===== config.mk =====
export PLATFORM = sky130hd
export DESIGN_NAME = com_tracker_top
export DESIGN_NICKNAME = d
export VERILOG_FILES = /design/src/hdl/com_pkg.sv /design/src/hdl/centroid_divider.sv /design/src/hdl/com_tracker_top.sv /design/src/hdl/frame_accum.sv /design/src/hdl/pixel_threshold.sv
export SDC_FILE = /design/constraint.sdc
export NUM_CORES = 1
export LEC_CHECK = 0
export ABC_CLOCK_PERIOD_IN_PS = 3100
export BUFFER_PORTS_ARGS = -buffer_cell sky130_fd_sc_hd__buf_2
export CORE_MARGIN = 5
export CORE_UTILIZATION = 61
export CTS_CLUSTER_SIZE = 25
export DETAILED_ROUTE_END_ITERATION = 8
export HOLD_SLACK_MARGIN = 0.03
export PLACE_DENSITY = 0.79
export SYNTH_ARGS = -nofsm -noshare
export SYNTH_HDL_FRONTEND = slang
export SYNTH_SLANG_ARGS = --single-unit

===== constraint.sdc =====
create_clock -name clk_camera -period 3.1 [get_ports clk_camera]
set_input_delay 0.31 -clock clk_camera [delete_from_list [all_inputs] [get_ports clk_camera]]
set_output_delay 0.31 -clock clk_camera [all_outputs]
set_load 0.01 [all_outputs]

===== src/hdl/com_pkg.sv =====
package com_pkg;

  // camera raster counts, sized for a 1280x720 frame
  localparam int HCOUNT_W = 11;
  localparam int VCOUNT_W = 10;

  // expanded color channel seen by the threshold
  localparam int CHAN_W = 8;

  // rgb565 field widths
  localparam int RED_W   = 5;
  localparam int GREEN_W = 6;
  localparam int BLUE_W  = 5;
  localparam int PIX_W   = RED_W + GREEN_W + BLUE_W;

  // red gets padded with zero low bits up to a full channel
  localparam int RED_PAD_W = CHAN_W - RED_W;

  // hit count per frame, 1280*720 fits in 20 bits
  localparam int COUNT_W = 20;

  // coordinate sums and divider operand width
  localparam int SUM_W = 32;

  // one quotient bit per iteration
  localparam int DIV_STEPS = SUM_W;
  localparam int STEP_W    = $clog2(DIV_STEPS);

  // field view of a camera word, red in the top bits
  typedef struct packed {
    logic [RED_W-1:0]   red;
    logic [GREEN_W-1:0] green;
    logic [BLUE_W-1:0]  blue;
  } rgb565_t;

  // same 16 bits, either as the raw word or split into fields
  typedef union packed {
    logic [PIX_W-1:0] raw;
    rgb565_t          fields;
  } pixel_t;

endpackage


===== src/hdl/centroid_divider.sv =====
`timescale 1ns/1ps

module centroid_divider (
  input  logic                         clk_camera,
  input  logic                         sys_rst_pixel,
  input  logic                         tally_i,
  input  logic [com_pkg::SUM_W-1:0]    sum_x_i,
  input  logic [com_pkg::SUM_W-1:0]    sum_y_i,
  input  logic [com_pkg::COUNT_W-1:0]  count_i,
  output logic [com_pkg::HCOUNT_W-1:0] com_x_o,
  output logic [com_pkg::VCOUNT_W-1:0] com_y_o,
  output logic                         com_valid_o,
  output logic                         busy_o
);

  import com_pkg::*;

  // one restoring step on a combined remainder / dividend-quotient pair
  // returns {remainder, quotient} after the step
  function automatic logic [2*SUM_W-1:0] div_step(
    input logic [SUM_W-1:0] rem,
    input logic [SUM_W-1:0] quo,
    input logic [SUM_W-1:0] dvs
  );
    logic [SUM_W-1:0] rem_sh;
    logic [SUM_W-1:0] quo_sh;
    // next dividend bit moves from the quotient register into the remainder
    // remainder stays below the 20-bit divisor so its top bit is always zero
    rem_sh = {rem[SUM_W-2:0], quo[SUM_W-1]};
    quo_sh = {quo[SUM_W-2:0], 1'b0};
    if (rem_sh >= dvs) begin
      rem_sh    = rem_sh - dvs;
      quo_sh[0] = 1'b1;
    end
    return {rem_sh, quo_sh};
  endfunction

  // control
  logic              busy;
  logic [STEP_W-1:0] step_cnt;
  logic              last_step;
  logic              accept;

  // operands, x and y share the divisor
  logic [SUM_W-1:0]   rem_x;
  logic [SUM_W-1:0]   quo_x;
  logic [SUM_W-1:0]   rem_y;
  logic [SUM_W-1:0]   quo_y;
  logic [COUNT_W-1:0] divisor;
  logic [SUM_W-1:0]   divisor_ext;

  // results of this cycle's step
  logic [2*SUM_W-1:0] step_x;
  logic [2*SUM_W-1:0] step_y;

  assign busy_o      = busy;
  assign divisor_ext = {{(SUM_W-COUNT_W){1'b0}}, divisor};

  // a tally is taken only while idle, otherwise it is lost
  assign accept    = tally_i && !busy;
  assign last_step = busy && (step_cnt == STEP_W'(DIV_STEPS - 1));

  assign step_x = div_step(rem_x, quo_x, divisor_ext);
  assign step_y = div_step(rem_y, quo_y, divisor_ext);

  always_ff @(posedge clk_camera) begin
    if (sys_rst_pixel) begin
      busy        <= 1'b0;
      step_cnt    <= '0;
      com_valid_o <= 1'b0;
      com_x_o     <= '0;
      com_y_o     <= '0;
    end else begin
      com_valid_o <= 1'b0;
      if (accept) begin
        busy     <= 1'b1;
        step_cnt <= '0;
      end else if (busy) begin
        step_cnt <= step_cnt + 1'b1;
        // final quotient comes straight out of the last step
        // floored mean fits in the coordinate width
        if (last_step) begin
          busy        <= 1'b0;
          com_valid_o <= 1'b1;
          com_x_o     <= step_x[HCOUNT_W-1:0];
          com_y_o     <= step_y[VCOUNT_W-1:0];
        end
      end
    end
  end

  // datapath, loaded on accept and shifted once per busy cycle
  always_ff @(posedge clk_camera) begin
    if (accept) begin
      rem_x   <= '0;
      rem_y   <= '0;
      quo_x   <= sum_x_i;
      quo_y   <= sum_y_i;
      divisor <= count_i;
    end else if (busy) begin
      rem_x <= step_x[2*SUM_W-1:SUM_W];
      quo_x <= step_x[SUM_W-1:0];
      rem_y <= step_y[2*SUM_W-1:SUM_W];
      quo_y <= step_y[SUM_W-1:0];
    end
  end

endmodule


===== src/hdl/com_tracker_top.sv =====
`timescale 1ns/1ps

module com_tracker_top (
  input  logic                         clk_camera,
  input  logic                         sys_rst_pixel,
  // camera pixel stream
  input  logic                         pix_valid_i,
  input  com_pkg::pixel_t              pixel_i,
  input  logic [com_pkg::HCOUNT_W-1:0] hcount_i,
  input  logic [com_pkg::VCOUNT_W-1:0] vcount_i,
  input  logic                         frame_end_i,
  // red threshold window, held for a whole frame
  input  logic [com_pkg::CHAN_W-1:0]   lower_i,
  input  logic [com_pkg::CHAN_W-1:0]   upper_i,
  // centroid result
  output logic [com_pkg::HCOUNT_W-1:0] com_x_o,
  output logic [com_pkg::VCOUNT_W-1:0] com_y_o,
  output logic                         com_valid_o,
  output logic                         busy_o
);

  import com_pkg::*;

  // threshold stage to accumulator
  logic                hit;
  logic [HCOUNT_W-1:0] hit_hcount;
  logic [VCOUNT_W-1:0] hit_vcount;
  logic                frame_done;

  // accumulator to divider
  logic                tally;
  logic [SUM_W-1:0]    sum_x;
  logic [SUM_W-1:0]    sum_y;
  logic [COUNT_W-1:0]  count;

  // producer, one cycle behind the input stream
  pixel_threshold pixel_threshold_inst (
    .clk_camera    (clk_camera),
    .sys_rst_pixel (sys_rst_pixel),
    .pix_valid_i   (pix_valid_i),
    .pixel_i       (pixel_i),
    .hcount_i      (hcount_i),
    .vcount_i      (vcount_i),
    .frame_end_i   (frame_end_i),
    .lower_i       (lower_i),
    .upper_i       (upper_i),
    .hit_o         (hit),
    .hit_hcount_o  (hit_hcount),
    .hit_vcount_o  (hit_vcount),
    .frame_done_o  (frame_done)
  );

  // holds per-frame totals until frame end
  frame_accum frame_accum_inst (
    .clk_camera    (clk_camera),
    .sys_rst_pixel (sys_rst_pixel),
    .hit_i         (hit),
    .hit_hcount_i  (hit_hcount),
    .hit_vcount_i  (hit_vcount),
    .frame_done_i  (frame_done),
    .tally_o       (tally),
    .sum_x_o       (sum_x),
    .sum_y_o       (sum_y),
    .count_o       (count)
  );

  // consumer, result 33 cycles after the tally
  centroid_divider centroid_divider_inst (
    .clk_camera    (clk_camera),
    .sys_rst_pixel (sys_rst_pixel),
    .tally_i       (tally),
    .sum_x_i       (sum_x),
    .sum_y_i       (sum_y),
    .count_i       (count),
    .com_x_o       (com_x_o),
    .com_y_o       (com_y_o),
    .com_valid_o   (com_valid_o),
    .busy_o        (busy_o)
  );

endmodule


===== src/hdl/frame_accum.sv =====
`timescale 1ns/1ps

module frame_accum (
  input  logic                         clk_camera,
  input  logic                         sys_rst_pixel,
  input  logic                         hit_i,
  input  logic [com_pkg::HCOUNT_W-1:0] hit_hcount_i,
  input  logic [com_pkg::VCOUNT_W-1:0] hit_vcount_i,
  input  logic                         frame_done_i,
  output logic                         tally_o,
  output logic [com_pkg::SUM_W-1:0]    sum_x_o,
  output logic [com_pkg::SUM_W-1:0]    sum_y_o,
  output logic [com_pkg::COUNT_W-1:0]  count_o
);

  import com_pkg::*;

  // running totals for the frame in progress
  logic [SUM_W-1:0]   acc_x;
  logic [SUM_W-1:0]   acc_y;
  logic [COUNT_W-1:0] acc_cnt;

  // totals including this cycle's hit, if any
  logic [SUM_W-1:0]   next_x;
  logic [SUM_W-1:0]   next_y;
  logic [COUNT_W-1:0] next_cnt;

  // coordinates zero-extended to sum width
  logic [SUM_W-1:0]   hit_x_ext;
  logic [SUM_W-1:0]   hit_y_ext;

  assign hit_x_ext = {{(SUM_W-HCOUNT_W){1'b0}}, hit_hcount_i};
  assign hit_y_ext = {{(SUM_W-VCOUNT_W){1'b0}}, hit_vcount_i};

  // a hit that lands with frame_done still belongs to the closing frame
  always_comb begin
    next_x   = acc_x;
    next_y   = acc_y;
    next_cnt = acc_cnt;
    if (hit_i) begin
      next_x   = acc_x + hit_x_ext;
      next_y   = acc_y + hit_y_ext;
      next_cnt = acc_cnt + 1'b1;
    end
  end

  always_ff @(posedge clk_camera) begin
    if (sys_rst_pixel) begin
      acc_x   <= '0;
      acc_y   <= '0;
      acc_cnt <= '0;
      tally_o <= 1'b0;
      sum_x_o <= '0;
      sum_y_o <= '0;
      count_o <= '0;
    end else begin
      // one-cycle strobe by default
      tally_o <= 1'b0;
      if (frame_done_i) begin
        // empty frame hands nothing on, divider would see a zero divisor
        if (next_cnt != '0) begin
          tally_o <= 1'b1;
          sum_x_o <= next_x;
          sum_y_o <= next_y;
          count_o <= next_cnt;
        end
        // next frame always starts from zero
        acc_x   <= '0;
        acc_y   <= '0;
        acc_cnt <= '0;
      end else begin
        acc_x   <= next_x;
        acc_y   <= next_y;
        acc_cnt <= next_cnt;
      end
    end
  end

endmodule


===== src/hdl/pixel_threshold.sv =====
`timescale 1ns/1ps

module pixel_threshold (
  input  logic                         clk_camera,
  input  logic                         sys_rst_pixel,
  input  logic                         pix_valid_i,
  input  com_pkg::pixel_t              pixel_i,
  input  logic [com_pkg::HCOUNT_W-1:0] hcount_i,
  input  logic [com_pkg::VCOUNT_W-1:0] vcount_i,
  input  logic                         frame_end_i,
  input  logic [com_pkg::CHAN_W-1:0]   lower_i,
  input  logic [com_pkg::CHAN_W-1:0]   upper_i,
  output logic                         hit_o,
  output logic [com_pkg::HCOUNT_W-1:0] hit_hcount_o,
  output logic [com_pkg::VCOUNT_W-1:0] hit_vcount_o,
  output logic                         frame_done_o
);

  import com_pkg::*;

  // red field expanded to a full 8-bit channel
  logic [CHAN_W-1:0] red_chan;
  // pixel falls inside the window, bounds inclusive
  logic              in_range;

  // 5-bit red sits in the top of the channel, low bits zero
  assign red_chan = {pixel_i.fields.red, {RED_PAD_W{1'b0}}};

  // lower above upper gives an empty window and so no hits
  assign in_range = (red_chan >= lower_i) && (red_chan <= upper_i);

  // hit strobe and frame end share one register stage
  // so the frame end never overtakes the last pixel
  always_ff @(posedge clk_camera) begin
    if (sys_rst_pixel) begin
      hit_o        <= 1'b0;
      frame_done_o <= 1'b0;
    end else begin
      hit_o        <= pix_valid_i && in_range;
      frame_done_o <= frame_end_i;
    end
  end

  // coordinates travel alongside the hit strobe
  // only meaningful when hit_o is high
  always_ff @(posedge clk_camera) begin
    if (pix_valid_i) begin
      hit_hcount_o <= hcount_i;
      hit_vcount_o <= vcount_i;
    end
  end

endmodule


### Word level (Yosys, flattened, before mapping)

Cells that the tools add are included.

| word-level totals | value |
|---|---|
| flip-flop bits (word level) | 366 |
| logic and storage cells | 64 |
| bits of input ports | 57 |
| output and inout port bits | 23 |

| cells by class | value |
|---|---|
| reduce and logical (&&, ||, !) cells | 13 |
| muxes and demuxes | 16 |
| $add $sub $neg | 6 |
| equality and inequality tests | 1 |
| bitwise logic cells | 3 |
| order comparisons | 4 |

Operators by type and width:

| kind | number |
|---|---|
| $mux 32 | 6 |
| $ge 32x20->1 | 2 |
| $mux 31 | 2 |
| $sub 31x20->31 | 2 |
| $add 32x10->32 | 1 |
| $add 32x11->32 | 1 |
| $add 20x1->20 const B | 1 |
| $mux 20 | 1 |
| $reduce_bool 20->1 | 1 |
| $ge 8x8->1 | 1 |
| $le 8x8->1 | 1 |
| $mux 1 | 7 |
| $reduce_or 2->1 | 3 |
| $add 5x1->5 const B | 1 |
| $eq 5x5->1 const B | 1 |
| $logic_and 1x1->1 | 4 |
| $not 1->1 | 3 |
| $reduce_and 3->1 | 1 |
| $reduce_or 3->1 | 1 |
| $reduce_and 2->1 | 1 |
| $reduce_bool 2->1 | 1 |
| $logic_not 1->1 | 1 |

### Depth between registers and ports, before layout

Gate-level depths: netlist of the first run.

| logic depth | value |
|---|---|
| word-level depth | 5 |
| depth in mapped cells | 13 |

### Cells and area by module

From an unflattened synthesis of the first run, not the netlist that was laid out.

| unflattened totals | value |
|---|---|
| cells, all modules | 1918 |
| area, all modules | 18964.4 sq um |

Modules (own cells, without submodules):

| module | cells each | area an instance (sq um) | sequential area each (sq um) | times used |
|---|---|---|---|---|
| centroid_divider | 900 | 9359.0 | 4324.1 | 1 |
| frame_accum | 959 | 8648.3 | 3383.2 | 1 |
| pixel_threshold | 59 | 957.2 | 670.6 | 1 |

### Least setup slack after synthesis of the first run

OpenSTA, ideal clock, no wires.

| timing path | value |
|---|---|
| kind | flip-flop to flip-flop |
| start point | register centroid_divider_inst.divisor[0] |
| end point | register centroid_divider_inst.rem_x[30] |
| path buffers | 1 |
| slack | 0.320 ns |
| setup time | 0.120 ns |
| cell stages (with the launch flop) | 12 |
| arrival | 2.660 ns |
| cell sequence | edfxtp_1 > ha_1 > fa_1 > nor2b_1 > o211a_1 > o311ai_0 > o211ai_1 > buf_2 > nand2_1 > a311oi_1 > nor2_1 > a211o_1 |

| between the ends | value |
|---|---|
| word-level cells in the longest chain between the ends | 2 |
| elaborated cells between the ends (all ways) | 3 |
| those cells by class | add/sub (1); order compare (1); mux (1) |

Ends and longest elaborated chain:

| what | line | text |
|---|---|---|
| start: declaration | centroid_divider.sv:49 | `logic [COUNT_W-1:0] divisor;` |
| start signal: assignment | centroid_divider.sv:99 | `divisor <= count_i;` |
| $sub 31x20->31 / $ge 32x20->1 (equally long branches) | centroid_divider.sv:32, centroid_divider.sv:31 |  |
| $mux 31 * | centroid_divider.sv:31 | `if (rem_sh >= dvs) begin` |
| end signal: assignment | centroid_divider.sv:101 | `rem_x <= step_x[2*SUM_W-1:SUM_W];` |
| end: declaration | centroid_divider.sv:45 | `logic [SUM_W-1:0] rem_x;` |

Mark *: on every way between the ends. The rest lies on a longest branch, timed or not.
A chain may end at the register's enable or synchronous reset.

### Worst setup path after layout of the first run

| timing path | value |
|---|---|
| start point | register centroid_divider_inst.divisor[0] |
| end point | register centroid_divider_inst.rem_x[25] |

Same word-level chain as after synthesis.

==> summary.txt, run 1 <==
Run status
  – Status: complete, no violations

STA
  – Max Fclk: 330 MHz
  – Slew Viols, Final: 0
  – RSZ-0062 raised after global routing: yes
  – Final hold vios: 0
  – Setup violators final: 0
  – Tmin final: just over 3000 ps
  – Post-route clock period utilization: 97.9%
  – Layout Skew: around 19 ps
  – Rel. slew slack: slightly below 40%
  – TNS Setup: 0 ps
  – Worst-margin pin slew: 916 ps
  – Final WS setup: 66.6 ps

Finish
  – Diodes inserted: 0
  – Layout cell share with drive strength beyond 1: 13.8%
  – Nets: 2163
  – Layout fillers: 2212
  – Post-layout instance area: 20500 µm²
  – Synth-to-Final Area Change: 13.0%
  – Multi-input gate area: 9060 µm²
  – Register area: ~8400 µm²
  – Final Util: 69.4%

Detailed routing
  – TritonRoute pass-1 iters: 6
  – # DRC: 0
  – WL final: slightly above 40000 µm
  – Detailed-route wire length per cell: between 15 and 20 µm
  – DR iter-0 viols: approximately 970
  – Vias per cell: 5.89
  – Via count: between 10000 and 15000
  – Post-DRT Antenna Nets: 0

Clocking
  – Num Clock Sinks: 366
  – CTS Buf Count: 38
  – H-tree depth reported by CTS: 2
  – Root buffer cell: clkbuf_16
  – Clock Tree Buf Depth: 3
  – CTS tree: built
  – Worst-Skew Late Latency: 550 ps
  – Worst-path clk slew: roughly 60 ps

Floorplanning
  – Core area: 29500 µm²
  – Initial Util: 61.4%
  – Number of placement rows: 63
  – # IOs: 80
  – Width of the chip: 182 µm
  – Die area: 33200 µm²
  – Die H: ~180 µm

Worst hold path
  – Worst Hold End: pixel_threshold_inst.frame_done_o$_SDFF_PP0_
  – Min-delay src: frame_end_i
  – Hold Crit Class: in2reg
  – Hold depth: 2

Logic synthesis
  – Syn nets: around 2100
  – Post-Syn Area: 18100 µm²
  – Syn Inst Count: 1946
  – Seq/Total Area, Yosys: 46.3%
  – Yosys cell types: 80
  – Synth warn: 0
  – Post-synth EDFFs: 105
  – Synth Flop Type: dfxtp_1
  – FFs w/ async S/R, synth: 0%
  – Syn Area/Cell: 9.31 µm²
  – Synth Register Bits: 366

Power and ir drop
  – VDD IR-drop max: 0.485 mV
  – Pwr dens: 727 nW/µm²
  – Leakage: 0.00823 µW

Global routing
  – Initial antenna violation count: 0
  – GRT overflow: 0
  – GRT Total Usage: 24.6%
  – GR Util met2: between 40 and 50%
  – Largest net degree at the start of global routing: 73
  – M3 GR Usage: ~3.6%
  – First-pass GRT wire length: between 60000 and 70000 µm
  – GR Util met1: 31.4%
  – GR peak layer: met2
  – Number of global-route vias before repair: 14200

Critical path
  – CP most frequent cell: o211ai_1
  – Worst R2R Path Depth: 10
  – Crit path kind: reg2reg
  – Worst path top cell family by delay: simple AND/OR/NAND/NOR gates
  – Critical Path End Type: flip-flop
  – Cell breakdown of the critical path: ha_1, fa_1, nor2b_2, o211a_1, o311ai_0, o211ai_1, and2_4, and3_1, or4b_1, o211ai_1
  – CP peak stage delay: about 470 ps
  – Worst R2R End: centroid_divider_inst.rem_x[25]$_SDFFE_PP0P_
  – Worst reg2reg startpoint: centroid_divider_inst.divisor[0]$_DFFE_PP_
  – Worst EP required: 3560 ps
  – CP max stage cell: or4b_1
  – CP Launch Type: flip-flop
  – CP max FO: 5
  – CP Buf/Inv Count: 0
  – Reg2reg setup slack: roughly 67 ps
  – Worst Path Arrival: 3490 ps

Placement
  – # port buffers: slightly below 70
  – Post-place setup slack: a little over 60 ps
  – DP HPWL: 27600 µm
  – RePlAce Congestion: 0.884
  – Placed cell area: 18900 µm²

Job
  – Max Cap Violations: 0
state kept, by name, summed over array words and instances (netlist names), 11 cells and up:
register                           count
pixel_threshold_inst.hit_hcount_o     11
centroid_divider_inst.quo_x           32
frame_accum_inst.acc_cnt              20
frame_accum_inst.sum_x_o              32
frame_accum_inst.sum_y_o              32
centroid_divider_inst.rem_x           31
centroid_divider_inst.quo_y           32
frame_accum_inst.acc_x                32
frame_accum_inst.acc_y                32
frame_accum_inst.count_o              20
centroid_divider_inst.com_x_o         11
centroid_divider_inst.divisor         20
centroid_divider_inst.rem_y           31
final cells by class:
type                       count  share of cell area, %
inverter                      71                   1.30
multi-input combinational   1413                   44.3
timing repair buffer         138                   4.73
tap                          390                   2.38
clock inverter                21                   1.29
clock buffer                  49                   5.04
sequential                   366                   41.0
cell families (layout without fill, tap and decap cells):
kind of cell,after synthesis,in the layout,synth area share [%]
simple gates,766,766,18.8
compound gates,408,408,17.3
flops,366,366,46.3
buf+inv,167,279,3.97
xor+xnor,115,115,5.56
fa+ha+maj,78,78,5.56
mux,46,46,2.59
worst max path at each step:
stage,from,end,cells past startpoint
final,centroid_divider_inst.divisor[0]$_DFFE_PP_,centroid_divider_inst.rem_x[25]$_SDFFE_PP0P_,10
after global placement,centroid_divider_inst.divisor[0]$_DFFE_PP_,centroid_divider_inst.rem_x[10]$_SDFFE_PP0P_,9
after global routing,frame_accum_inst.acc_cnt[1]$_SDFF_PP0_,frame_accum_inst.sum_y_o[15]$_SDFFE_PP0P_,11
after floorplan,centroid_divider_inst.divisor[0]$_DFFE_PP_,centroid_divider_inst.rem_x[30]$_SDFFE_PP0P_,11
after detailed placement,centroid_divider_inst.divisor[0]$_DFFE_PP_,centroid_divider_inst.rem_x[10]$_SDFFE_PP0P_,9
after CTS,centroid_divider_inst.divisor[0]$_DFFE_PP_,centroid_divider_inst.rem_x[25]$_SDFFE_PP0P_,10
metal layers:
layer  up-vias  share of wire, %
met5         -                 0
met1      6880                43
met4         0               2.5
li1       7057                 -
met3        89               5.1
met2       381                49
cell usage in the layout, fill, tap and decap left out, drive strengths merged, types with 15 or more instances in the layout:
cell	count
a211oi	85
a21o	23
a21oi	75
a22o	26
and3	17
buf	116
clkbuf	49
dfxtp	261
dlygate4sd3	22
edfxtp	105
ha	74
inv	74
mux2i	42
nand2	295
nand3	41
nand4	34
nor2	261
nor2b	15
nor3	36
o211ai	18
o21a	17
o21ai	75
xnor2	71
xor2	44
repair_timing:
action	4_1_cts	5_1_grt
gates resized for setup	0	13
hold endpoints to repair	25	0
setup buffers	0	1
setup endpoints to repair	0	55
hold buffers	22	0
cell usage after synthesis, types with 5 or more instances:
master     count  area (µm²)
o21ai_0       72         360
nor4_1        10        62.6
and3_1        17         106
o31ai_1        5        37.5
nand2b_1       8        50.1
a211oi_2      70         876
a21o_1        23         173
buf_6          9         101
mux2i_1       42         420
xnor2_1       71         622
nor2b_1       15        93.8
and4_1         5        43.8
o22ai_1        8        50.1
inv_1         69         259
edfxtp_1     105        3150
buf_1         11        41.3
a31oi_1       14        87.6
nor2_1       260         976
or3_1          7        43.8
nand4_1       33         206
nor3b_1        5        37.5
a211o_1        7        61.3
ha_1          74         926
a32oi_1       13         114
a21oi_1       75         375
nor3_1        36         180
o2111ai_1      5        43.8
o21a_1        17         128
a22o_1        26         228
buf_2         11        55.1
clkbuf_1      62         233
xor2_1        44         385
nand2_1      295        1110
dfxtp_1      261        5230
nand3_1       41         205
and2_1         9        56.3
o21bai_1       6        45.0
or2_2          6        37.5
a211oi_1      15         113
o211ai_1      18         135
power by group:
group | switching, µW | internal, µW | total [µW]
sequential | 415 | 5380 | 5790
combinational | 2450 | 1920 | 4370
clock | 1970 | 2740 | 4710
metrics by stage:
stage | hold slack (ps) | total power [µW] | cells
after floorplan | 408 | 9050 | 1946
after global placement | 414 | 9980 | 2355
after detailed placement | 415 | 10100 | 2355
after CTS | 91.1 | 14900 | 2447
after global routing | 98.7 | 15700 | 2448
final | 103 | 14900 | 2448
Note: power is estimated with default switching activity, not from simulation.
==> run 2, diff against run 1 <==
--- a/config.mk
+++ b/config.mk
@@ -15,2 +15,3 @@
 export PLACE_DENSITY = 0.79
+export SETUP_SLACK_MARGIN = 0.05
 export SYNTH_ARGS = -nofsm -noshare
--- a/constraint.sdc
+++ b/constraint.sdc
@@ -3,2 +3,2 @@
 set_output_delay 0.31 -clock clk_camera [all_outputs]
-set_load 0.01 [all_outputs]
+set_load 0.005 [all_outputs]
==> run 2 against run 1 <==
  * Design area grew 0.43%
  * Cell count rose by 0.16%
  * Flip-flop and latch count unchanged
  * Sequential share of layout area down 0.17 points
  * Via count up 0.53%
  * Hold slack improved by 0.93 ps
  * Count of clock-buffer cells in the layout stayed put
  * Largest cell class unchanged
  * Highest routed layer unchanged
==> summary.txt, run 2 (synthesized netlist as in run 1, its figures left out) <==
Placement
  – # port buffers: slightly below 70
  – DP HPWL: 27600 µm
  – RePlAce Congestion: 0.884

Clocking
  – H-tree depth reported by CTS: 2
  – Worst-path clk slew: 60 ps
  – CTS Buf Count: 38
  – Num Clock Sinks: 366
  – Worst-Skew Late Latency: between 500 and 600 ps
  – CTS tree: built
  – Root buffer cell: clkbuf_16
  – Clock Tree Buf Depth: 3

Critical path
  – Cell breakdown of the critical path: inv_1, ha_1, or2_2, o211a_1, o311ai_0, o211ai_1, buf_4, mux2_2, a22o_1
  – CP Buf/Inv Count: 2
  – CP max FO: 26
  – Worst EP required: approximately 3500 ps
  – CP max stage cell: o311ai_0
  – Critical Path End Type: flip-flop
  – Worst reg2reg startpoint: centroid_divider_inst.divisor[3]$_DFFE_PP_
  – Reg2reg setup slack: 140 ps
  – CP Launch Type: flip-flop
  – Worst R2R Path Depth: 9
  – Worst Path Arrival: 3390 ps
  – Crit path kind: reg2reg
  – CP peak stage delay: 450 ps
  – Worst R2R End: centroid_divider_inst.rem_x[10]$_SDFFE_PP0P_
  – Worst path top cell family by delay: compound AO/OA/AOI/OAI gates

Finish
  – Synth-to-Final Area Change: 13.5%
  – Final Util: 69.7%
  – Most common cell after layout, fill and taps aside: nand2_1
  – Layout cell share with drive strength beyond 1: 14.2%
  – Most frequent cells in the layout: nand2_1, dfxtp_1, nor2_1
  – Nets: roughly 2200
  – Diodes inserted: 0

Job
  – Max Cap Violations: 0

Floorplanning
  – Die H: 182 µm
  – Core area: about 29000 µm²
  – # IOs: 80
  – Initial Util: 61.4%
  – Number of placement rows: 63
  – Die area: 33200 µm²
  – Width of the chip: 182 µm

STA
  – Slew Viols, Final: 0
  – Setup violators final: 0
  – Layout Skew: 15.9 ps
  – Max Fclk: approximately 340 MHz
  – Worst-margin pin slew: 901 ps
  – Tmin final: 2960 ps
  – Final hold vios: 0
  – RSZ-0062 raised after global routing: no
  – TNS Setup: 0 ps
  – Rel. slew slack: between 30 and 40%
  – Post-route clock period utilization: between 90% and 100%
  – Hold slack final: roughly 100 ps

Detailed routing
  – Post-DRT Antenna Nets: 0
  – Detailed-route wire length per cell: around 17 µm
  – Vias per cell: 5.91
  – # DRC: 0
  – Via count: 14500
  – WL final: 41900 µm
  – DR iter-0 viols: 1152
  – TritonRoute pass-1 iters: 5

Global routing
  – GRT Total Usage: 24.6%
  – GRT overflow: 0
  – First-pass GRT wire length: 69000 µm
  – Number of global-route vias before repair: 14200
  – Largest net degree at the start of global routing: 73
  – Initial antenna violation count: 0

Power and ir drop
  – Net Sw Frac: 32.6%
  – Pwr dens: 726 nW/µm²
  – Leakage: 0.00826 µW
  – Cell Int Power: 10100 µW
  – Clock power share: a little under a third
  – VDD IR-drop max: between 0.4 and 0.5 mV
  – Combinational group share of total power: 29.5%
  – Sequential fraction of design power: about two fifths
  – Psw: 4860 µW

Run status
  – Status: complete, no violations

Worst hold path
  – Min-delay src: frame_end_i
  – Hold depth: 2
  – Worst Hold End: pixel_threshold_inst.frame_done_o$_SDFF_PP0_
  – Hold Crit Class: in2reg
-- run 2: cell count changes in the layout (fill, tap and decap cells not counted), sizes merged --
cell    delta
buf        +3
clkbuf     +1
-- run 2: how the worst max path moves through the flow --
stage                                                startpoint                                      endpoint  slack [ps]  cells past startpoint
floorplan            centroid_divider_inst.divisor[0]$_DFFE_PP_  centroid_divider_inst.rem_x[30]$_SDFFE_PP0P_         320                     11
global placement     centroid_divider_inst.divisor[0]$_DFFE_PP_  centroid_divider_inst.rem_x[10]$_SDFFE_PP0P_         110                      9
detailed placement   centroid_divider_inst.divisor[0]$_DFFE_PP_  centroid_divider_inst.rem_x[10]$_SDFFE_PP0P_          60                      9
CTS                      frame_accum_inst.acc_cnt[1]$_SDFF_PP0_     frame_accum_inst.sum_y_o[10]$_SDFFE_PP0P_          70                     11
global route        centroid_divider_inst.divisor[18]$_DFFE_PP_  centroid_divider_inst.rem_y[16]$_SDFFE_PP0P_          50                     11
finish               centroid_divider_inst.divisor[3]$_DFFE_PP_  centroid_divider_inst.rem_x[10]$_SDFFE_PP0P_         140                      9
-- run 2: cell type report --
class / count / area [µm²]
clock buffers: 49 / 1030
flip-flops and latches: 366 / 8380
fillers: 2195 / 8930
multi-input cells: 1413 / 9080
repair buffers: 142 / 1040
well taps: 390 / 488
inverters: 71 / 267
clock inverters: 21 / 264
-- run 2: through the flow --
stage	power (µW)	std cells	setup WS [ps]	cell area, µm²
5_1_grt	15700	2452	54.5	20500
3_5_place_dp	10100	2355	62.2	18900
4_1_cts	14900	2448	67.9	20400
3_3_place_gp	9980	2355	108	18900
6_report	14900	2452	143	20500
2_1_floorplan	9050	1946	320	18100
-- run 2: power by group through the flow --
stage | clock network (µW) | registers, µW | logic [µW]
detailed placement | 0 | 5880 | 4240
global placement | 0 | 5860 | 4120
finish | 4720 | 5800 | 4400
CTS | 4770 | 5790 | 4310
floorplan | 0 | 5760 | 3300
global route | 4990 | 5850 | 4870
-- run 2: layer usage --
layer	vias up	global-route usage, %	wire (µm)
li1	7065	-	-
met1	6924	31.5	17900
met2	415	43.2	20800
met3	80	3.59	2150
met4	0	7.69	1040
met5	-	0	0
-- run 2: repair_timing --
action,in CTS,in global routing
pin swaps,1,4
gates resized for setup,0,23
hold buffers,22,0
hold endpoints to repair,25,0
setup buffers,1,3
gates cloned,0,1
setup endpoints to repair,1,87
==> run 3, diff against run 2 <==
- ABC_CLOCK_PERIOD_IN_PS: 3100 -> unset
- CORE_MARGIN: 5 -> 2
- CORE_UTILIZATION: 61 -> 50
- PLACE_DENSITY: 0.79 -> 0.67
==> run 3 against run 2 <==
  * The flow now finishes with violations (design-rule violations)
  * Largest power group unchanged
  * Flip-flop and latch count did not move
  * Non-clock buffer count rose by 8
  * Global-route usage decreased by 2.6 points
  * Critical endpoint is now centroid_divider_inst.rem_y[28]$_SDFFE_PP0P_
  * Routed wire length hardly changed
==> summary.txt, run 3 (synthesized netlist as in run 1, its figures left out) <==
Detailed routing
  – WL final: 41900 µm
  – Detailed-route wire length per cell: 16.5 µm
  – TritonRoute pass-1 iters: 7
  – # DRC: 1
  – Post-DRT Antenna Nets: 0
  – DR iter-0 viols: 776
  – Via count: 14200
  – Vias per cell: 5.59

Placement
  – # port buffers: just under 70
  – DP HPWL: around 28000 µm
  – RePlAce Congestion: 0.894
  – DP Cell Count: 2433
  – Post-place setup slack: -75.5 ps

Critical path
  – Worst Path Arrival: around 3400 ps
  – Worst EP required: roughly 3600 ps
  – CP peak stage delay: about 360 ps
  – Worst reg2reg startpoint: centroid_divider_inst.divisor[18]$_DFFE_PP_
  – Worst path top cell family by delay: compound AO/OA/AOI/OAI gates
  – Worst R2R Path Depth: 12
  – Cell breakdown of the critical path: inv_1, ha_1, a21o_1, a2bb2oi_1, and4b_1, nand2_1, a211oi_1, buf_4, nor3_1, buf_4, and2_1, o211ai_1
  – Crit path kind: reg2reg
  – CP most frequent cell: buf_4
  – CP max FO: 13
  – Worst R2R End: centroid_divider_inst.rem_y[28]$_SDFFE_PP0P_
  – CP max stage cell: edfxtp_1
  – CP Launch Type: flip-flop
  – Reg2reg setup slack: ~190 ps
  – Critical Path End Type: flip-flop
  – CP Buf/Inv Count: 3

Clocking
  – H-tree depth reported by CTS: 2
  – Worst-path clk slew: 60 ps
  – CTS tree: built
  – Root buffer cell: clkbuf_16
  – Num Clock Sinks: 366
  – Clock Tree Buf Depth: 3
  – Worst-Skew Late Latency: 560 ps
  – CTS Buf Count: 39

Floorplanning
  – Die H: 194 µm
  – Initial Util: 50.8%
  – Core area: 35700 µm²
  – # IOs: 80
  – Number of placement rows: 69
  – Die area: 37800 µm²
  – Width of the chip: 194 µm

Finish
  – Most common cell after layout, fill and taps aside: nand2_1
  – Layout fillers: 3112
  – Fin cells: 2533
  – Diodes inserted: 0
  – Layout cell share with drive strength beyond 1: 14.3%
  – Synth-to-Final Area Change: 14.4%
  – Final Util: roughly three fifths
  – Most frequent cells in the layout: nand2_1, nor2_1, dfxtp_1
  – Nets: 2176

STA
  – Rel. slew slack: approximately two fifths
  – RSZ-0062 raised after global routing: yes
  – Layout Skew: 17.4 ps
  – Tmin final: about 2900 ps
  – Worst-margin pin slew: 919 ps
  – Hold slack final: 231 ps
  – Max Fclk: 344 MHz
  – Slew Viols, Final: 0
  – Setup violators final: 0
  – Post-route clock period utilization: 93.8%
  – Final hold vios: 0
  – Final WS setup: between 150 and 200 ps

Run status
  – Status: finished with violations
  – Failing checks: design-rule violations

Global routing
  – First-pass GRT wire length: 69000 µm
  – Initial antenna violation count: 0
  – Number of global-route vias before repair: 13900
  – GRT overflow: 0
  – Largest net degree at the start of global routing: 89
  – GRT Total Usage: 22.0%

Worst hold path
  – Hold depth: 5
  – Min-delay src: upper_i[0]
  – Worst Hold End: pixel_threshold_inst.hit_o$_SDFF_PP0_
  – Hold Crit Class: in2reg

Power and ir drop
  – Leakage: 0.00829 µW
  – VDD IR-drop max: 0.575 mV
  – Pwr dens: about 720 nW/µm²

Job
  – Max Cap Violations: 0
## run 3: changes by cell type in the layout (fill, tap and decap cells not counted), sizes merged
| cell | delta |
|---|---|
| clkbuf | -4 |
| clkinvlp | +2 |
| bufinv | -1 |
| clkinv | +5 |
| dlygate4sd3 | +1 |
| buf | +7 |
## run 3: metal layers
metal | GRT usage (%) | vias to the layer above | routed length [µm]
li1 | - | 7073 | -
met2 | 38.4 | 284 | 20100
met3 | 2.83 | 81 | 1550
met5 | 0 | - | 0
met4 | 7.01 | 0 | 1080
met1 | 28.4 | 6714 | 19100
## run 3: final cells by class
type | count | area (µm²) | share of cell area (%)
repair buffers | 150 | 1130 | 5.47
well taps | 461 | 577 | 2.79
inverters | 71 | 267 | 1.29
clock inverters | 27 | 263 | 1.27
clock buffers | 45 | 1010 | 4.87
flip-flops and latches | 366 | 8380 | 40.5
multi-input cells | 1413 | 9080 | 43.8
## run 3: through the flow
stage	cell area, µm²	setup TNS (ps)	total power (µW)
after floorplan	18100	0	9050
after global placement	19100	0	10100
after global routing	20700	0	15800
final	20700	0	14900
after CTS	20600	0	15000
after detailed placement	19100	-77.1	10200
## run 3: worst min-delay path, delay by kind of cell
kind,cells,cell delay (ps)
buf+inv,1,70
simple gates,3,270
compound gates,1,70
## run 3: worst max-delay path by stage
stage                                                            from                                            to  slack [ps]  cells past startpoint
after floorplan            centroid_divider_inst.divisor[0]$_DFFE_PP_  centroid_divider_inst.rem_x[30]$_SDFFE_PP0P_         320                     11
after global placement     centroid_divider_inst.divisor[0]$_DFFE_PP_  centroid_divider_inst.rem_x[27]$_SDFFE_PP0P_          60                     10
after detailed placement   centroid_divider_inst.divisor[0]$_DFFE_PP_  centroid_divider_inst.rem_x[27]$_SDFFE_PP0P_         -80                     10
after CTS                  centroid_divider_inst.divisor[0]$_DFFE_PP_  centroid_divider_inst.rem_x[25]$_SDFFE_PP0P_          60                     10
after global routing      centroid_divider_inst.divisor[18]$_DFFE_PP_  centroid_divider_inst.rem_y[28]$_SDFFE_PP0P_           8                     12
final                     centroid_divider_inst.divisor[18]$_DFFE_PP_  centroid_divider_inst.rem_y[28]$_SDFFE_PP0P_         190                     12
## run 3: timing repair
| action | CTS | global route |
|---|---|---|
| cloned | 0 | 1 |
| endpoints found under the hold margin | 26 | 0 |
| hold buffers | 23 | 0 |
| setup buffers | 1 | 3 |
| gates resized for setup | 2 | 16 |
| pin swaps | 1 | 4 |
| endpoints found under the setup margin | 4 | 95 |
## run 3: power by group
part	total (µW)	leakage, µW	switching, µW	internal [µW]
logic	4460	0.00458	2480	1980
registers	5790	0.00309	409	5380
clock network	4660	0.000620	2030	2630
total	14900	0.00829	4910	9990
